$ cat src/rtl/a8_io_defs.svh
/*
 * Sizing macros for the Atari 800 I/O block
 *   Sector buffer address width and depth
 *   Host storage slot count and cartridge slot
 *   Joystick width, mouse step and paddle clamp limits
 */
`ifndef A8_IO_DEFS_SVH
`define A8_IO_DEFS_SVH

// ================================================
// Disk bridge
// ================================================

// 512-byte sector buffer
`define A8_BUF_ADDR_W 9
`define A8_BUF_DEPTH (1 << `A8_BUF_ADDR_W)

// Slots 0 and 1 are drives, the last one is the cartridge
`define A8_NUM_SLOTS 3
`define A8_CART_SLOT 2

// ================================================
// Controller ports
// ================================================

`define A8_JOY_W 14

// Largest mouse step after halving
`define A8_MOUSE_STEP_MAX 10

// Paddle position range
`define A8_AXIS_MIN (-128)
`define A8_AXIS_MAX 127

`endif

$ cat src/rtl/a8_io_pkg.sv
/*
 * Shared vector types of the Atari 800 I/O block
 *   Bus bytes and words, buffer address
 *   Slot masks and indices, drive number
 *   Joystick state, paddle position, mouse packet
 */
`default_nettype none

`include "a8_io_defs.svh"

package a8_io_pkg;

	// Buffer data or status byte
	typedef logic [7:0] byte_t;

	// Processor data word, sector address, file size
	typedef logic [31:0] word_t;

	typedef logic [`A8_BUF_ADDR_W-1:0] buf_addr_t;

	// One bit per host storage slot
	typedef logic [`A8_NUM_SLOTS-1:0] slot_mask_t;
	typedef logic [$clog2(`A8_NUM_SLOTS)-1:0] slot_idx_t;

	// Drive number as written by the processor
	typedef logic [2:0] drive_num_t;

	typedef logic [`A8_JOY_W-1:0] joy_t;

	// Signed paddle position
	typedef logic signed [7:0] axis_t;

	// Mouse packet
	//   24 toggle, 23..16 Y move, 15..8 X move
	//   5 Y sign, 4 X sign, 1..0 buttons
	typedef logic [24:0] mouse_pkt_t;

endpackage

`default_nettype wire

$ cat src/rtl/controller_ports.sv
/*
 * Controller port logic
 *   Mouse packets accumulated into clamped paddle positions
 *   Mouse emulation enable and button substitution
 *   Controller port swap
 */
`default_nettype none

`include "a8_io_defs.svh"

module controller_ports (
	input  wire logic                  clk_sys,
	input  wire logic                  areset,

	input  wire a8_io_pkg::mouse_pkt_t mouse_i,
	input  wire a8_io_pkg::axis_t      analog0_x_i,
	input  wire a8_io_pkg::axis_t      analog0_y_i,
	input  wire a8_io_pkg::axis_t      analog1_x_i,
	input  wire a8_io_pkg::axis_t      analog1_y_i,
	input  wire a8_io_pkg::joy_t       joy0_i,
	input  wire a8_io_pkg::joy_t       joy1_i,
	input  wire logic                  swap_i,
	input  wire logic                  cpu_halt_i,

	output a8_io_pkg::joy_t             port1_joy_o,
	output a8_io_pkg::joy_t             port2_joy_o,
	output a8_io_pkg::axis_t            port1_x_o,
	output a8_io_pkg::axis_t            port1_y_o,
	output a8_io_pkg::axis_t            port2_x_o,
	output a8_io_pkg::axis_t            port2_y_o
);

	a8_io_pkg::axis_t mouse_x;
	a8_io_pkg::axis_t mouse_y;
	a8_io_pkg::axis_t mouse_x_next;
	a8_io_pkg::axis_t mouse_y_next;
	logic             emu_active;
	logic             mouse_tog_q;
	logic             stick_active;

	// Stick 0 as seen before the swap
	a8_io_pkg::axis_t p0_x;
	a8_io_pkg::axis_t p0_y;
	a8_io_pkg::joy_t  p0_joy;

	// Halve the move, limit the step, then clamp the sum to the axis range
	function automatic a8_io_pkg::axis_t mouse_axis_step(
		input a8_io_pkg::axis_t pos,
		input logic             sgn,
		input a8_io_pkg::byte_t move
	);
		logic signed [8:0] step;
		logic signed [8:0] sum;

		step = {sgn, sgn, move[7:1]};
		if (step > `A8_MOUSE_STEP_MAX) begin
			step = 9'(`A8_MOUSE_STEP_MAX);
		end else if (step < -(`A8_MOUSE_STEP_MAX)) begin
			step = 9'(-(`A8_MOUSE_STEP_MAX));
		end
		sum = $signed({pos[7], pos}) + step;
		if (sum > `A8_AXIS_MAX) begin
			return a8_io_pkg::axis_t'(`A8_AXIS_MAX);
		end
		if (sum < `A8_AXIS_MIN) begin
			return a8_io_pkg::axis_t'(`A8_AXIS_MIN);
		end
		return sum[7:0];
	endfunction

	// ================================================
	// Mouse accumulation
	// ================================================

	assign mouse_x_next = mouse_axis_step(mouse_x, mouse_i[4], mouse_i[15:8]);
	assign mouse_y_next = mouse_axis_step(mouse_y, mouse_i[5], mouse_i[23:16]);
	assign stick_active = (analog0_x_i != '0) || (analog0_y_i != '0);

	always_ff @(posedge clk_sys) begin
		if (areset) begin
			emu_active  <= 1'b0;
			mouse_x     <= '0;
			mouse_y     <= '0;
			mouse_tog_q <= mouse_i[24];
		end else begin
			mouse_tog_q <= mouse_i[24];
			// Real stick or halted CPU takes the port back
			if (stick_active || cpu_halt_i) begin
				emu_active <= 1'b0;
				mouse_x    <= '0;
				mouse_y    <= '0;
			end else if (mouse_i[24] != mouse_tog_q) begin
				emu_active <= 1'b1;
				mouse_x    <= mouse_x_next;
				mouse_y    <= mouse_y_next;
			end
		end
	end

	// ================================================
	// Port muxing
	// ================================================

	// Mouse buttons stand in for fire buttons 2 and 3
	assign p0_x   = emu_active ? mouse_x : analog0_x_i;
	assign p0_y   = emu_active ? mouse_y : analog0_y_i;
	assign p0_joy = {joy0_i[13:9], emu_active ? mouse_i[1:0] : joy0_i[8:7], joy0_i[6:0]};

	assign port1_x_o   = swap_i ? analog1_x_i : p0_x;
	assign port1_y_o   = swap_i ? analog1_y_i : p0_y;
	assign port1_joy_o = swap_i ? joy1_i : p0_joy;
	assign port2_x_o   = swap_i ? p0_x : analog1_x_i;
	assign port2_y_o   = swap_i ? p0_y : analog1_y_i;
	assign port2_joy_o = swap_i ? p0_joy : joy1_i;

	// A packet moves each position by no more than one limited step
	a_step_x: assert property (@(posedge clk_sys) disable iff (areset)
		(mouse_i[24] != mouse_tog_q) && !stick_active && !cpu_halt_i
		|=> (mouse_x - $past(mouse_x) <= `A8_MOUSE_STEP_MAX)
			&& (mouse_x - $past(mouse_x) >= -(`A8_MOUSE_STEP_MAX)));

	a_step_y: assert property (@(posedge clk_sys) disable iff (areset)
		(mouse_i[24] != mouse_tog_q) && !stick_active && !cpu_halt_i
		|=> (mouse_y - $past(mouse_y) <= `A8_MOUSE_STEP_MAX)
			&& (mouse_y - $past(mouse_y) >= -(`A8_MOUSE_STEP_MAX)));

endmodule

`default_nettype wire

$ cat config.mk
export PLATFORM = sky130hd
export DESIGN_NAME = controller_ports
export DESIGN_NICKNAME = d
export VERILOG_FILES = /design/src/rtl/a8_io_pkg.sv /design/src/rtl/controller_ports.sv
export VERILOG_INCLUDE_DIRS = /design/src /design/src/rtl
export SDC_FILE = /design/constraint.sdc
export NUM_CORES = 1
export LEC_CHECK = 0
export BUFFER_PORTS_ARGS = -buffer_cell sky130_fd_sc_hd__clkbuf_2
export CORE_UTILIZATION = 50
export DETAILED_ROUTE_END_ITERATION = 8
export PLACE_DENSITY = 0.9
export SLEW_MARGIN = 5
export SYNTH_ARGS = -nofsm -noshare
export SYNTH_HDL_FRONTEND = slang
export SYNTH_SLANG_ARGS = --single-unit
export TNS_END_PERCENT = 50
$ cat constraint.sdc
create_clock -name clk_sys -period 4.6 [get_ports clk_sys]
set_input_delay 0.46 -clock clk_sys [delete_from_list [all_inputs] [get_ports clk_sys]]
set_output_delay 0.46 -clock clk_sys [all_outputs]
set_load 0.02 [all_outputs]
; Word-level counts from Yosys, hierarchy flattened
; Index checks and enable logic that the tools add are counted.
[op_classes]
add_sub_neg = 2
n_lt_le_gt_ge = 8
eq_ne = 1
n_mux = 27
reduce_logical = 5
[ops]
columns = cell, count
row1 = $mux 8, 14
row2 = $mux 9, 4
row3 = $mux 14, 2
row4 = $add 8x9->9, 2
row5 = $gt 9x8->1 const B, 2
row6 = $lt 9x8->1 const B, 2
row7 = $gt 8x5->1 const B, 2
row8 = $lt 8x5->1 const B, 2
row9 = $reduce_bool 8->1, 2
row10 = $mux 1, 6
row11 = $logic_or 1x1->1, 2
row12 = $mux 2, 1
row13 = $reduce_or 2->1, 1
row14 = $ne 1x1->1, 1
[totals]
reg_bits = 18
inputBits = 89
out_inout_bits = 60

; Longest topological paths before layout
; Gate-level depths: netlist of run 1.
[depth]
depth_word = 9
depth_mapped = 14

; Least setup slack after synthesis of run 1
; OpenSTA, ideal clock, no wires.
[synth_timing]
kind = input to register
start = input mouse_i[22]
end = register mouse_y[2]
arrival_time_ns = 3.156
required_time_ns = 4.530
slack_ns = 1.374
cell_stages = 14
path_cell_list = nand4_1 -> or2_2 -> ha_1 -> nor3b_1 -> ha_1 -> inv_1 -> fa_1 -> nand3b_1 -> a21oi_2 -> o22ai_1 -> a31o_1 -> buf_6 -> maj3_1 -> a21oi_1
[synth_between]
elab_chain_cells = 9
[synth_rtl]
columns = item, line_no
row1 = start: declaration, controller_ports.sv:15  ; input wire a8_io_pkg::mouse_pkt_t mouse_i,
row2 = $lt 8x5->1, controller_ports.sv:58  ; end else if (step < -(`A8_MOUSE_STEP_MAX)) begin
row3 = $mux 9, controller_ports.sv:58
row4 = $mux 9 (*), controller_ports.sv:56  ; if (step > `A8_MOUSE_STEP_MAX) begin
row5 = $add 8x9->9 (*), controller_ports.sv:61  ; sum = $signed({pos[7], pos}) + step;
row6 = $lt 9x8->1 (no line), -
row7 = $mux 1 (2 in a row), controller_ports.sv:65  ; if (sum < `A8_AXIS_MIN) begin
row8 = $mux 8, controller_ports.sv:68  ; return sum[7:0];
row9 = $mux 8 (*), controller_ports.sv:65
row10 = end signal: assignment, controller_ports.sv:95  ; mouse_y <= mouse_y_next;
row11 = end: declaration, controller_ports.sv:34  ; a8_io_pkg::axis_t mouse_y;
; Every way passes the cells marked *; elsewhere a longest branch is shown, timed or not. The select of a mux whose other input is x is not followed.
; A chain may end at the register's enable or synchronous reset.

; Worst setup path in the final report of run 1
[layout_timing]
start = input mouse_i[17]
end = register mouse_y[4]
; Same word-level chain as after synthesis.

==> metrics.md, run 1 <==
| Metric | Value |
|---|---|
| Clock slew at reported path FFs | 70 ps |
| Worst Setup End Kind | flop |
| Status | completed |
| Crit path launch type | primary input |
| Syn Nets | 453 |
| Syn avg cell area | 7.92 um^2 |
| Ys async rst share | 0 |
| Fin Setup TNS | 0 ps |
| Initial antenna violation count | 0 |
| Switching share of power | 0.401 |
| Fin. Hold Viols | 0 |
| Primary FF master, synth | dfxtp_1 |
| Clock root buffer | clkbuf_8 |
| I/O pins | 149 |
| RSZ-0062 raised after global routing | false |
| Iter 0 DRT Violations | 130 |
| Internal | 353 uW |
| Ys Warns | 0 |
| Clock Power Share | 0.230 |
| Post-synth top cells | nor2_1 (48), a21oi_1 (34), mux2i_1 (34), inv_1 (33), mux2_2 (30) |
| Max Cap Viol | 0 |
| Final setup viols | 0 |
| CTS resizes | 0 |
| Slew margin rel. | 0.260 |
| Fin nets | 585 |
| Die ar. | 5720 um^2 |
| Core area | 5170 um^2 |
| Number of synthesized register bits | 18 |
| Critical path peak fanout | 8 |
| Skew-Pair Late Insertion Delay | 260 ps |
| Worst VDD drop | 0.106 mV |
| Power Dens Cells | 168 nW/um^2 |
| Detailed-route via count | 3065 |
| CP Class | in -> reg |
| Fill count | 409 |
| DR pass1 iterations | 4 |
| Hold Path Class | in -> reg |
| Clk_skew | 5.76 ps |
| Area contributors post-synth | dfxtp_1 (13%), mux2i_1 (13%), mux2_2 (12%) |
| Reg-to-reg slack, setup | 2070 ps |
| GR Overflow Total | 0 |
| P_sw | 236 uW |
| Cell count after synthesis | 342 |
| CTS tree | done |
| Count leader, synth | nor2_1 |
| Fmax | 286 MHz |
| RR Startpoint | mouse_y[0] |
| Hold Crit Depth | 1 |
| Post-synth EDFFs | 0 |
| Worst Path Required | 4800 ps |
| Post-DP HPWL | 6850 um |
| Reg-to-reg endpoint | mouse_y[4] |
| Synth Cell Area | 2710 um^2 |
| Worst-margin pin slew | 1110 ps |
| Slew Limit Fails | 0 |
| Synth top area share | 0.133 |
| Seq pwr share | 0.266 |
| Min cycle time layout | 3490 ps |
| CTS Hold Bufs | 0 |
| All-layer global routing usage | 0.278 |
| Final Util | 0.677 |
| H-tree Lvls | 1 |
| Clock Path Buffers | 2 |
| Top cell type by total area after synthesis | dfxtp_1 |
| Final instance area | 3500 um^2 |
| WL/cell | 15.3 um |
| # Post-CTS Setup Buffers | 0 |
| Cell Rows | 26 |
| Die Ht | 75.6 um |
| Port bufs | 142 |
| Seq/Total Area, Yosys | 0.133 |
| Register area | 360 um^2 |
| First-pass GRT wire length | 12100 um |
| Worst-case reg-to-reg path depth | 9 |
| Multi-input gate area | 2160 um^2 |
| Final wirelength | 8330 um |
| Post-synth cell types | 57 |
| DRC | 0 |
| Number of global-route vias before repair | 2691 |
| Share of cells above drive strength 1 | 0.416 |
| Antenna cells | 0 |
| P_leak | 1.73 nW |
| Drt via density | 5.64 |
| GPL Wtd Cong | 0.833 |
| Placed instance area | 3450 um^2 |
| Starting Density | 0.524 |
| Arr. time, crit path | 3690 ps |
| CTS Sinks | 18 |
| Layout area overhead | 29.3% |
| Largest net degree at the start of global routing | 42 |
| Comb pwr share | 0.505 |
| Die extent in x | 75.6 um |
| CTS Buf Count | 3 |
| Hold_sp | mouse_i[24] |
| Final Cycle Share | 0.759 |
| Hold-critical path endpoint | mouse_tog_q |
| Antenna Nets Post-Route | 0 |
## worst max-delay path, stage by stage
cell and delay [ps]:
clkbuf_2 90, a21o_1 170, a2111oi_0 390, nor2_1 190, nor3b_1 290, ha_1 250
inv_1 60, fa_1 400, nand3b_1 210, a21oi_2 200, o22ai_1 120, a31o_1 350
maj3_1 370, a21oi_1 140
## through the flow
step / cells / hold WS, ps / power, mW / setup WS [ps]
final: 543 / 345 / 0.589 / 1110
after global routing: 543 / 349 / 0.619 / 749
after CTS: 543 / 352 / 0.585 / 1140
after detailed placement: 539 / 564 / 0.454 / 931
after global placement: 539 / 548 / 0.444 / 1050
after floorplan: 342 / 484 / 0.349 / 1370
## cell families (layout without fill, tap and decap cells)
| kind of cell | Yosys count | count (layout) | share of synthesized area |
|---|---|---|---|
| multiplexers | 64 | 64 | 0.250 |
| buffers and inverters | 49 | 180 | 0.0734 |
| XOR/XNOR | 12 | 12 | 0.0443 |
| flip-flops | 18 | 18 | 0.133 |
| adder cells (fa/ha/maj) | 30 | 30 | 0.138 |
| AO/OA/AOI/OAI | 86 | 86 | 0.206 |
| AND/OR/NAND/NOR | 83 | 83 | 0.155 |
## registers in the layout, indices dropped and copies added (netlist names)
signal	cells
mouse_tog_q	1
mouse_x	8
mouse_y	8
emu_active	1
## layer usage
metal  vias up  wire (um)  GRT usage
met2       148       4230      0.507
li1       1498          -          -
met4         0        311      0.138
met5         -          0          0
met1      1392       3260      0.317
met3        27        526     0.0370
## power by group through the flow
stage / clock (mW) / sequential, mW / combinational [mW]
6_report: 0.135 / 0.157 / 0.297
3_3_place_gp: 0 / 0.160 / 0.284
4_1_cts: 0.133 / 0.157 / 0.296
3_5_place_dp: 0 / 0.160 / 0.294
5_1_grt: 0.138 / 0.157 / 0.324
2_1_floorplan: 0 / 0.160 / 0.189
## layout by cell type (no fill, tap or decap), drive strengths merged, types with 2 or more instances in the layout
cell type and n:
o21ai 19, a2111oi 2, o221a 3, inv 33
a31oi 4, o22ai 3, nand3 3, nor3b 4
fa 2, nor2 48, mux2 30, xnor2 4
nor4 5, clkbuf 145, nand4 2, dfxtp 18
buf 2, nor2b 2, maj3 8, o31ai 2
nand2 4, a21oi 35, a211oi 2, nand2b 4
o21bai 2, ha 20, or2 3, mux2i 34
xor2 8, or3 3, a21o 5
## layout make-up
| type | count | area share |
|---|---|---|
| repair buffers | 143 | 0.205 |
| multi-input cells | 275 | 0.616 |
| well taps | 70 | 0.0250 |
| flip-flops and latches | 18 | 0.103 |
| inverters | 33 | 0.0354 |
| clock buffers | 4 | 0.0157 |
## how the worst max path moves through the flow
stage	from	endpoint	slack [ps]	cells past startpoint
after floorplan	mouse_i[22]	mouse_y[2]	1370	14
after global placement	mouse_i[22]	mouse_y[2]	1050	14
after CTS	mouse_i[17]	mouse_y[4]	1140	14
after global routing	mouse_i[9]	mouse_x[5]	750	14
after detailed placement	mouse_i[22]	mouse_y[2]	930	14
final	mouse_i[17]	mouse_y[4]	1110	14
Note: power is estimated with default switching activity, not from simulation.
==> run 2, diff against run 1 <==
Settings changed: ABC_AREA set to 1, CORE_UTILIZATION 50 to 46, PLACE_DENSITY 0.9 to 0.83.
Clock period 4.6 ns to 3.5 ns, I/O delays scaled along.
==> metrics.md, run 2 <==
| Metric | Value |
|---|---|
| All-layer global routing usage | 0.249 (was 0.278) |
| Die extent in x | 79.7 um (was 75.6 um) |
| Iter 0 DRT Violations | 127 (was 130) |
| Fmax | 350 MHz |
| Cell count after synthesis | 468 (was 342) |
| Slew Limit Fails | 0 (unchanged) |
| Worst Path Required | 3620 ps (was 4800 ps) |
| Most frequent cells in the layout | nand2_1 (147), clkbuf_2 (142), o21ai_0 (77), inv_1 (65), ha_1 (20) (was clkbuf_2 (141), nor2_1 (48), a21oi_1 (34), mux2i_1 (34), inv_1 (33)) |
| Final instance area | 3570 um^2 (was 3500 um^2) |
| Ys async rst share | 0 (unchanged) |
| Placed instance area | 3520 um^2 (was 3450 um^2) |
| Initial antenna violation count | 0 (unchanged) |
| DRC | 0 (unchanged) |
| Synth Cell Area | 2770 um^2 (was 2710 um^2) |
| Largest net degree at the start of global routing | 61 (was 42) |
| CP Class | in -> reg (unchanged) |
| Worst Setup End Kind | flop (unchanged) |
| Critical path peak fanout | 7 (was 8) |
| Crit path launch type | primary input (unchanged) |
| Final Util | 0.633 (was 0.677) |
| CTS resizes | 0 (unchanged) |
| Worst VDD drop | 0.129 mV (was 0.106 mV) |
| Power Dens Cells | 208 nW/um^2 (was 168 nW/um^2) |
| GPL Wtd Cong | 0.895 (was 0.833) |
| Port bufs | 142 (unchanged) |
| Slew margin rel. | 0.352 (was 0.260) |
| # Post-CTS Setup Buffers | 0 (unchanged) |
| CTS Buf Count | 3 (unchanged) |
| Seq/Total Area, Yosys | 0.130 (was 0.133) |
| Post-synth EDFFs | 0 (unchanged) |
| Fin Setup TNS | 0 ps (unchanged) |
| Clk_skew | 4.88 ps (was 5.76 ps) |
| Post-synth cell types | 32 (was 57) |
| Die Ht | 79.7 um (was 75.6 um) |
| Drt via density | 5.03 (was 5.64) |
| Post-synth top cells | nand2_1 (147), o21ai_0 (77), inv_1 (65), ha_1 (20) (was nor2_1 (48), a21oi_1 (34), mux2i_1 (34), inv_1 (33), mux2_2 (30)) |
| Primary FF master, synth | dfxtp_1 (unchanged) |
| Core area | 5640 um^2 (was 5170 um^2) |
| Final setup viols | 0 (unchanged) |
| Detailed-route via count | 3374 (was 3065) |
| CTS tree | done (unchanged) |
| Mux contribution to synthesized area | 0.0505 (was 0.250) |
| Clock root buffer | clkbuf_8 (unchanged) |
| First-pass GRT wire length | 12900 um (was 12100 um) |
| CTS Hold Bufs | 0 (unchanged) |
| DR pass1 iterations | 5 (was 4) |
| Antenna Nets Post-Route | 0 (unchanged) |
| Post-DP HPWL | 6730 um (was 6850 um) |
| Number of synthesized register bits | 18 (unchanged) |
| Number of global-route vias before repair | 2959 (was 2691) |
| Status | completed (unchanged) |
| Synth Area in XOR/XNOR | 0.0284 (was 0.0443) |
| GR Overflow Total | 0 (unchanged) |
| Die ar. | 6340 um^2 (was 5720 um^2) |
| Ys Warns | 0 (unchanged) |
| Layout area overhead | 28.7% (was 29.3%) |
| Antenna cells | 0 (unchanged) |
| Fin nets | 711 (was 585) |
| CTS Sinks | 18 (unchanged) |
| Synth top area share | 0.199 (was 0.133) |
| I/O pins | 149 (unchanged) |
| Skew-Pair Late Insertion Delay | 250 ps (was 260 ps) |
| P_leak | 2.00 nW (was 1.73 nW) |
| Starting Density | 0.492 (was 0.524) |
| Synth Area in Simple Gates | 0.339 (was 0.155) |
| Max Cap Viol | 0 (unchanged) |
| Final Cycle Share | 0.816 |
| Main combinational cell family by area after synthesis | simple AND/OR/NAND/NOR gates (was multiplexers) |
| Cell Rows | 27 (was 26) |
| WL/cell | 12.0 um (was 15.3 um) |
| H-tree Lvls | 1 (unchanged) |
| Syn avg cell area | 5.93 um^2 (was 7.92 um^2) |
| Area contributors post-synth | nand2_1 (20%), o21ai_0 (14%), dfxtp_1 (13%) (was dfxtp_1 (13%), mux2i_1 (13%), mux2_2 (12%)) |
| Clock slew at reported path FFs | 70 ps (about the same) |
| Commonest non-fill, non-tap cell in the layout | nand2_1 (was clkbuf_2) |
| Final wirelength | 8050 um (was 8330 um) |
| Fin. Hold Viols | 0 (unchanged) |
| Syn Nets | 579 (was 453) |
| Share of cells above drive strength 1 | 0.317 (was 0.416) |
| Hold Path Class | in -> reg (unchanged) |
| Synth Area in Adders | 0.105 (was 0.138) |
| Biggest regs | mouse_x: 8 flops, mouse_y: 8 flops (unchanged) |
| Worst-margin pin slew | 970 ps (was 1110 ps) |
| Arr. time, crit path | 2980 ps (was 3690 ps) |
| Top cell type by total area after synthesis | nand2_1 (was dfxtp_1) |
| RSZ-0062 raised after global routing | false (unchanged) |
| Min cycle time layout | 2860 ps |
| Clock Path Buffers | 2 (unchanged) |
| Complex-gate fraction of the synthesized area | 0.230 (was 0.206) |
| Count leader, synth | nand2_1 (was nor2_1) |
run 2: metrics by stage:
step | power (mW) | cells | hold slack (ps) | worst slack (ps)
floorplan | 0.447 | 468 | 378 | 803
global placement | 0.573 | 667 | 470 | 523
detailed placement | 0.580 | 667 | 471 | 425
CTS | 0.745 | 671 | 212 | 637
global route | 0.794 | 671 | 206 | 427
finish | 0.744 | 671 | 209 | 645
run 2: kinds of logic (layout without fill, tap and decap cells):
| logic type | Yosys count | count (layout) |
|---|---|---|
| fa+ha+maj | 22 | 22 |
| buf+inv | 84 | 215 |
| xor+xnor | 9 | 9 |
| mux | 14 | 14 |
| simple gates | 207 | 207 |
| flops | 18 | 18 |
| compound gates | 114 | 114 |
run 2: critical path: stages:
cell and delay, ps:
clkbuf_2 70, inv_1 50, nor4_1 290, nand2_1 90
ha_1 320, inv_1 130, nand2_1 60, nor2_1 110
ha_1 170, inv_1 50, fa_1 390, nand3b_1 170
nand2_1 130, nand2_1 100, nand3_1 100, nand3_2 120
nand2_4 170, a21oi_2 80
run 2: metal layers:
layer	vias up	wire [um]	global-route usage
met5	-	0	0
met4	0	124	0.0527
met3	14	468	0.0229
met2	100	3970	0.480
met1	1492	3490	0.291
li1	1768	-	-
run 2: report_power, final:
part           internal (mW)  total (mW)  leakage (nW)  switching (mW)
clock                 0.0998       0.167        0.0288          0.0672
sequential             0.205       0.206         0.145        0.000225
combinational          0.130       0.372          1.83           0.241
total                  0.436       0.744          2.00           0.309
run 2: path summary, 6_finish.rpt:
path,to,slack (ps),cells after the start,startpoint
max,mouse_x[5],640,18,mouse_i[4]
max reg2reg,mouse_x[5],1490,10,mouse_x[0]
min reg2reg,mouse_x[7],540,2,mouse_x[7]
min,mouse_tog_q,210,1,mouse_i[24]
run 2: final cells by class:
cell class | instances | area [um^2]
Sequential cell | 18 | 360
Multi-Input combinational cell | 366 | 2090
Fill cell | 538 | 2070
Clock buffer | 4 | 55.1
Timing Repair Buffer | 144 | 726
Inverter | 67 | 253
Tap cell | 72 | 90.1
==> run 3, diff against run 2 <==
Clock period 3.5 ns to 2.8 ns, I/O delays scaled along.
==> metrics.md, run 3 (synthesis results as in run 2) <==
| Metric | Value |
|---|---|
| Fin. Hold Viols | 0 (unchanged) |
| Max Cap Viol | 0 (unchanged) |
| Critical path peak fanout | 3 (was 7) |
| H-tree Lvls | 1 (unchanged) |
| CTS Buf Count | 3 (unchanged) |
| Most frequent cells in the layout | nand2_1 (146), clkbuf_2 (142), o21ai_0 (76), inv_1 (65), ha_1 (19) (was nand2_1 (147), clkbuf_2 (142), o21ai_0 (77), inv_1 (65), ha_1 (20)) |
| Worst Setup End Kind | flop (unchanged) |
| CTS Hold Bufs | 0 (unchanged) |
| Final wirelength | 8350 um (was 8050 um) |
| Die extent in x | 79.7 um (unchanged) |
| Antenna Nets Post-Route | 0 (unchanged) |
| Final Cycle Share | 0.920 |
| Detailed-route via count | 3468 (was 3374) |
| Largest net degree at the start of global routing | 61 (unchanged) |
| CP dominant cell by count | nand2_1 (unchanged) |
| DR pass1 iterations | 5 (unchanged) |
| DRC | 0 (unchanged) |
| Commonest non-fill, non-tap cell in the layout | nand2_1 (unchanged) |
| WL/cell | 12.3 um (was 12.0 um) |
| Skew-Pair Late Insertion Delay | 260 ps (was 250 ps) |
| Number of global-route vias before repair | 3069 (was 2959) |
| CP cell instances | clkbuf_2 -> inv_1 -> nor4_2 -> nand2_1 -> ha_1 -> inv_1 -> nand2_1 -> nor2_2 -> ha_2 -> inv_1 -> fa_1 -> nand3b_1 -> nand2_1 -> buf_4 -> nand3_1 -> nand2_1 -> nand2_1 -> nand2_1 -> nand2_1 -> a21oi_2 (was clkbuf_2 -> inv_1 -> nor4_1 -> nand2_1 -> ha_1 -> inv_1 -> nand2_1 -> nor2_1 -> ha_1 -> inv_1 -> fa_1 -> nand3b_1 -> nand2_1 -> nand2_1 -> nand3_1 -> nand3_2 -> nand2_4 -> a21oi_2) |
| Final worst setup slack | 224 ps (was 645 ps) |
| Fmax | 388 MHz |
| Clk_skew | 0.769 ps (was 4.88 ps) |
| Initial antenna violation count | 0 (unchanged) |
| Core area | 5640 um^2 (unchanged) |
| Slowest CP cell | fa_1 (unchanged) |
| GPL Wtd Cong | 0.906 (was 0.895) |
| Fin nets | 719 (was 711) |
| Drt via density | 5.11 (was 5.03) |
| I/O pins | 149 (unchanged) |
| Hold Path Class | in -> reg (unchanged) |
| Iter 0 DRT Violations | 158 (was 127) |
| # Post-CTS Setup Buffers | 0 (unchanged) |
| Biggest regs | mouse_x: 8 flops, mouse_y: 8 flops (unchanged) |
| Post-DP HPWL | 6870 um (was 6730 um) |
| Min cycle time layout | 2580 ps |
| Clock root buffer | clkbuf_8 (unchanged) |
| Starting Density | 0.492 (unchanged) |
| P_leak | 2.04 nW (was 2.00 nW) |
| Fill count | 522 (was 538) |
| Worst VDD drop | 0.190 mV (was 0.129 mV) |
| Final instance area | 3640 um^2 (was 3570 um^2) |
| Arr. time, crit path | 2770 ps (was 2980 ps) |
| First-pass GRT wire length | 13200 um (was 12900 um) |
| Final setup viols | 0 (unchanged) |
| Crit path launch type | primary input (unchanged) |
| Share of cells above drive strength 1 | 0.333 (was 0.317) |
| Status | completed (unchanged) |
| Clock slew at reported path FFs | 70 ps (about the same) |
| Antenna cells | 0 (unchanged) |
| Cell Rows | 27 (unchanged) |
| Worst Path Required | 3000 ps (was 3620 ps) |
| Pre-CTS setup slack | -10.7 ps (was 425 ps) |
| Slew margin rel. | 0.489 (was 0.352) |
| Port bufs | 142 (unchanged) |
| Power Dens Cells | 262 nW/um^2 (was 208 nW/um^2) |
| Worst stage delay on the critical path | 380 ps (was 390 ps) |
| Slew Limit Fails | 0 (unchanged) |
| Clock Path Buffers | 2 (unchanged) |
| Worst-margin pin slew | 765 ps (was 970 ps) |
| GR Overflow Total | 0 (unchanged) |
| Placed instance area | 3580 um^2 (was 3520 um^2) |
| CP Class | in -> reg (unchanged) |
| CTS Sinks | 18 (unchanged) |
| CTS tree | done (unchanged) |
| CTS resizes | 0 (unchanged) |
| Die Ht | 79.7 um (unchanged) |
| Die ar. | 6340 um^2 (unchanged) |
| Layout area overhead | 31.4% (was 28.7%) |
| All-layer global routing usage | 0.257 (was 0.249) |
## run 3: cell count changes in the layout (fill, tap and decap cells not counted), sizes merged
| cell | before | now |
|---|---|---|
| buf | 2 | 10 |
## run 3: power by group
group / switching (mW) / internal (mW) / total, mW
logic: 0.307 / 0.169 / 0.476
registers: 0.000281 / 0.257 / 0.257
clock network: 0.0956 / 0.125 / 0.221
## run 3: cell type report
cell class / count / area (um^2) / share of cell area
Multi-Input combinational cell: 366 / 2100 / 0.576
Timing Repair Buffer: 152 / 786 / 0.216
Sequential cell: 18 / 360 / 0.0989
Inverter: 67 / 253 / 0.0693
Tap cell: 72 / 90.1 / 0.0247
Clock buffer: 4 / 55.1 / 0.0151
## run 3: per-layer routing
layer	global-route usage	vias to the layer above	share of wire
li1	-	1786	-
met1	0.295	1549	0.42
met2	0.485	118	0.50
met3	0.0286	15	0.060
met4	0.0873	0	0.018
met5	0	-	0
## run 3: worst paths after layout
check	slack [ps]	to	startpoint	cells after the start
max	220	mouse_x[6]	mouse_i[4]	20
min	130	mouse_tog_q	mouse_i[24]	1
max reg2reg	860	mouse_x[6]	mouse_x[0]	12
min reg2reg	530	mouse_y[7]	mouse_y[7]	2
## run 3: stage by stage
stage / hold slack (ps) / instances / power (mW) / setup TNS (ps) / utilization
6_report: 131 / 679 / 0.954 / 0 / 0.646
3_3_place_gp: 400 / 675 / 0.723 / 0 / 0.634
2_1_floorplan: 308 / 468 / 0.558 / 0 / -
3_5_place_dp: 406 / 675 / 0.734 / -18.8 / 0.634
5_1_grt: 128 / 679 / 1.01 / -16.1 / 0.646
4_1_cts: 136 / 679 / 0.947 / 0 / 0.644
## run 3: worst max-delay path, delay by kind of cell
kind | cells | cell delay, ps
adder cells (fa/ha/maj) | 3 | 860
buffers and inverters | 5 | 400
AND/OR/NAND/NOR | 11 | 1120
AO/OA/AOI/OAI | 1 | 140
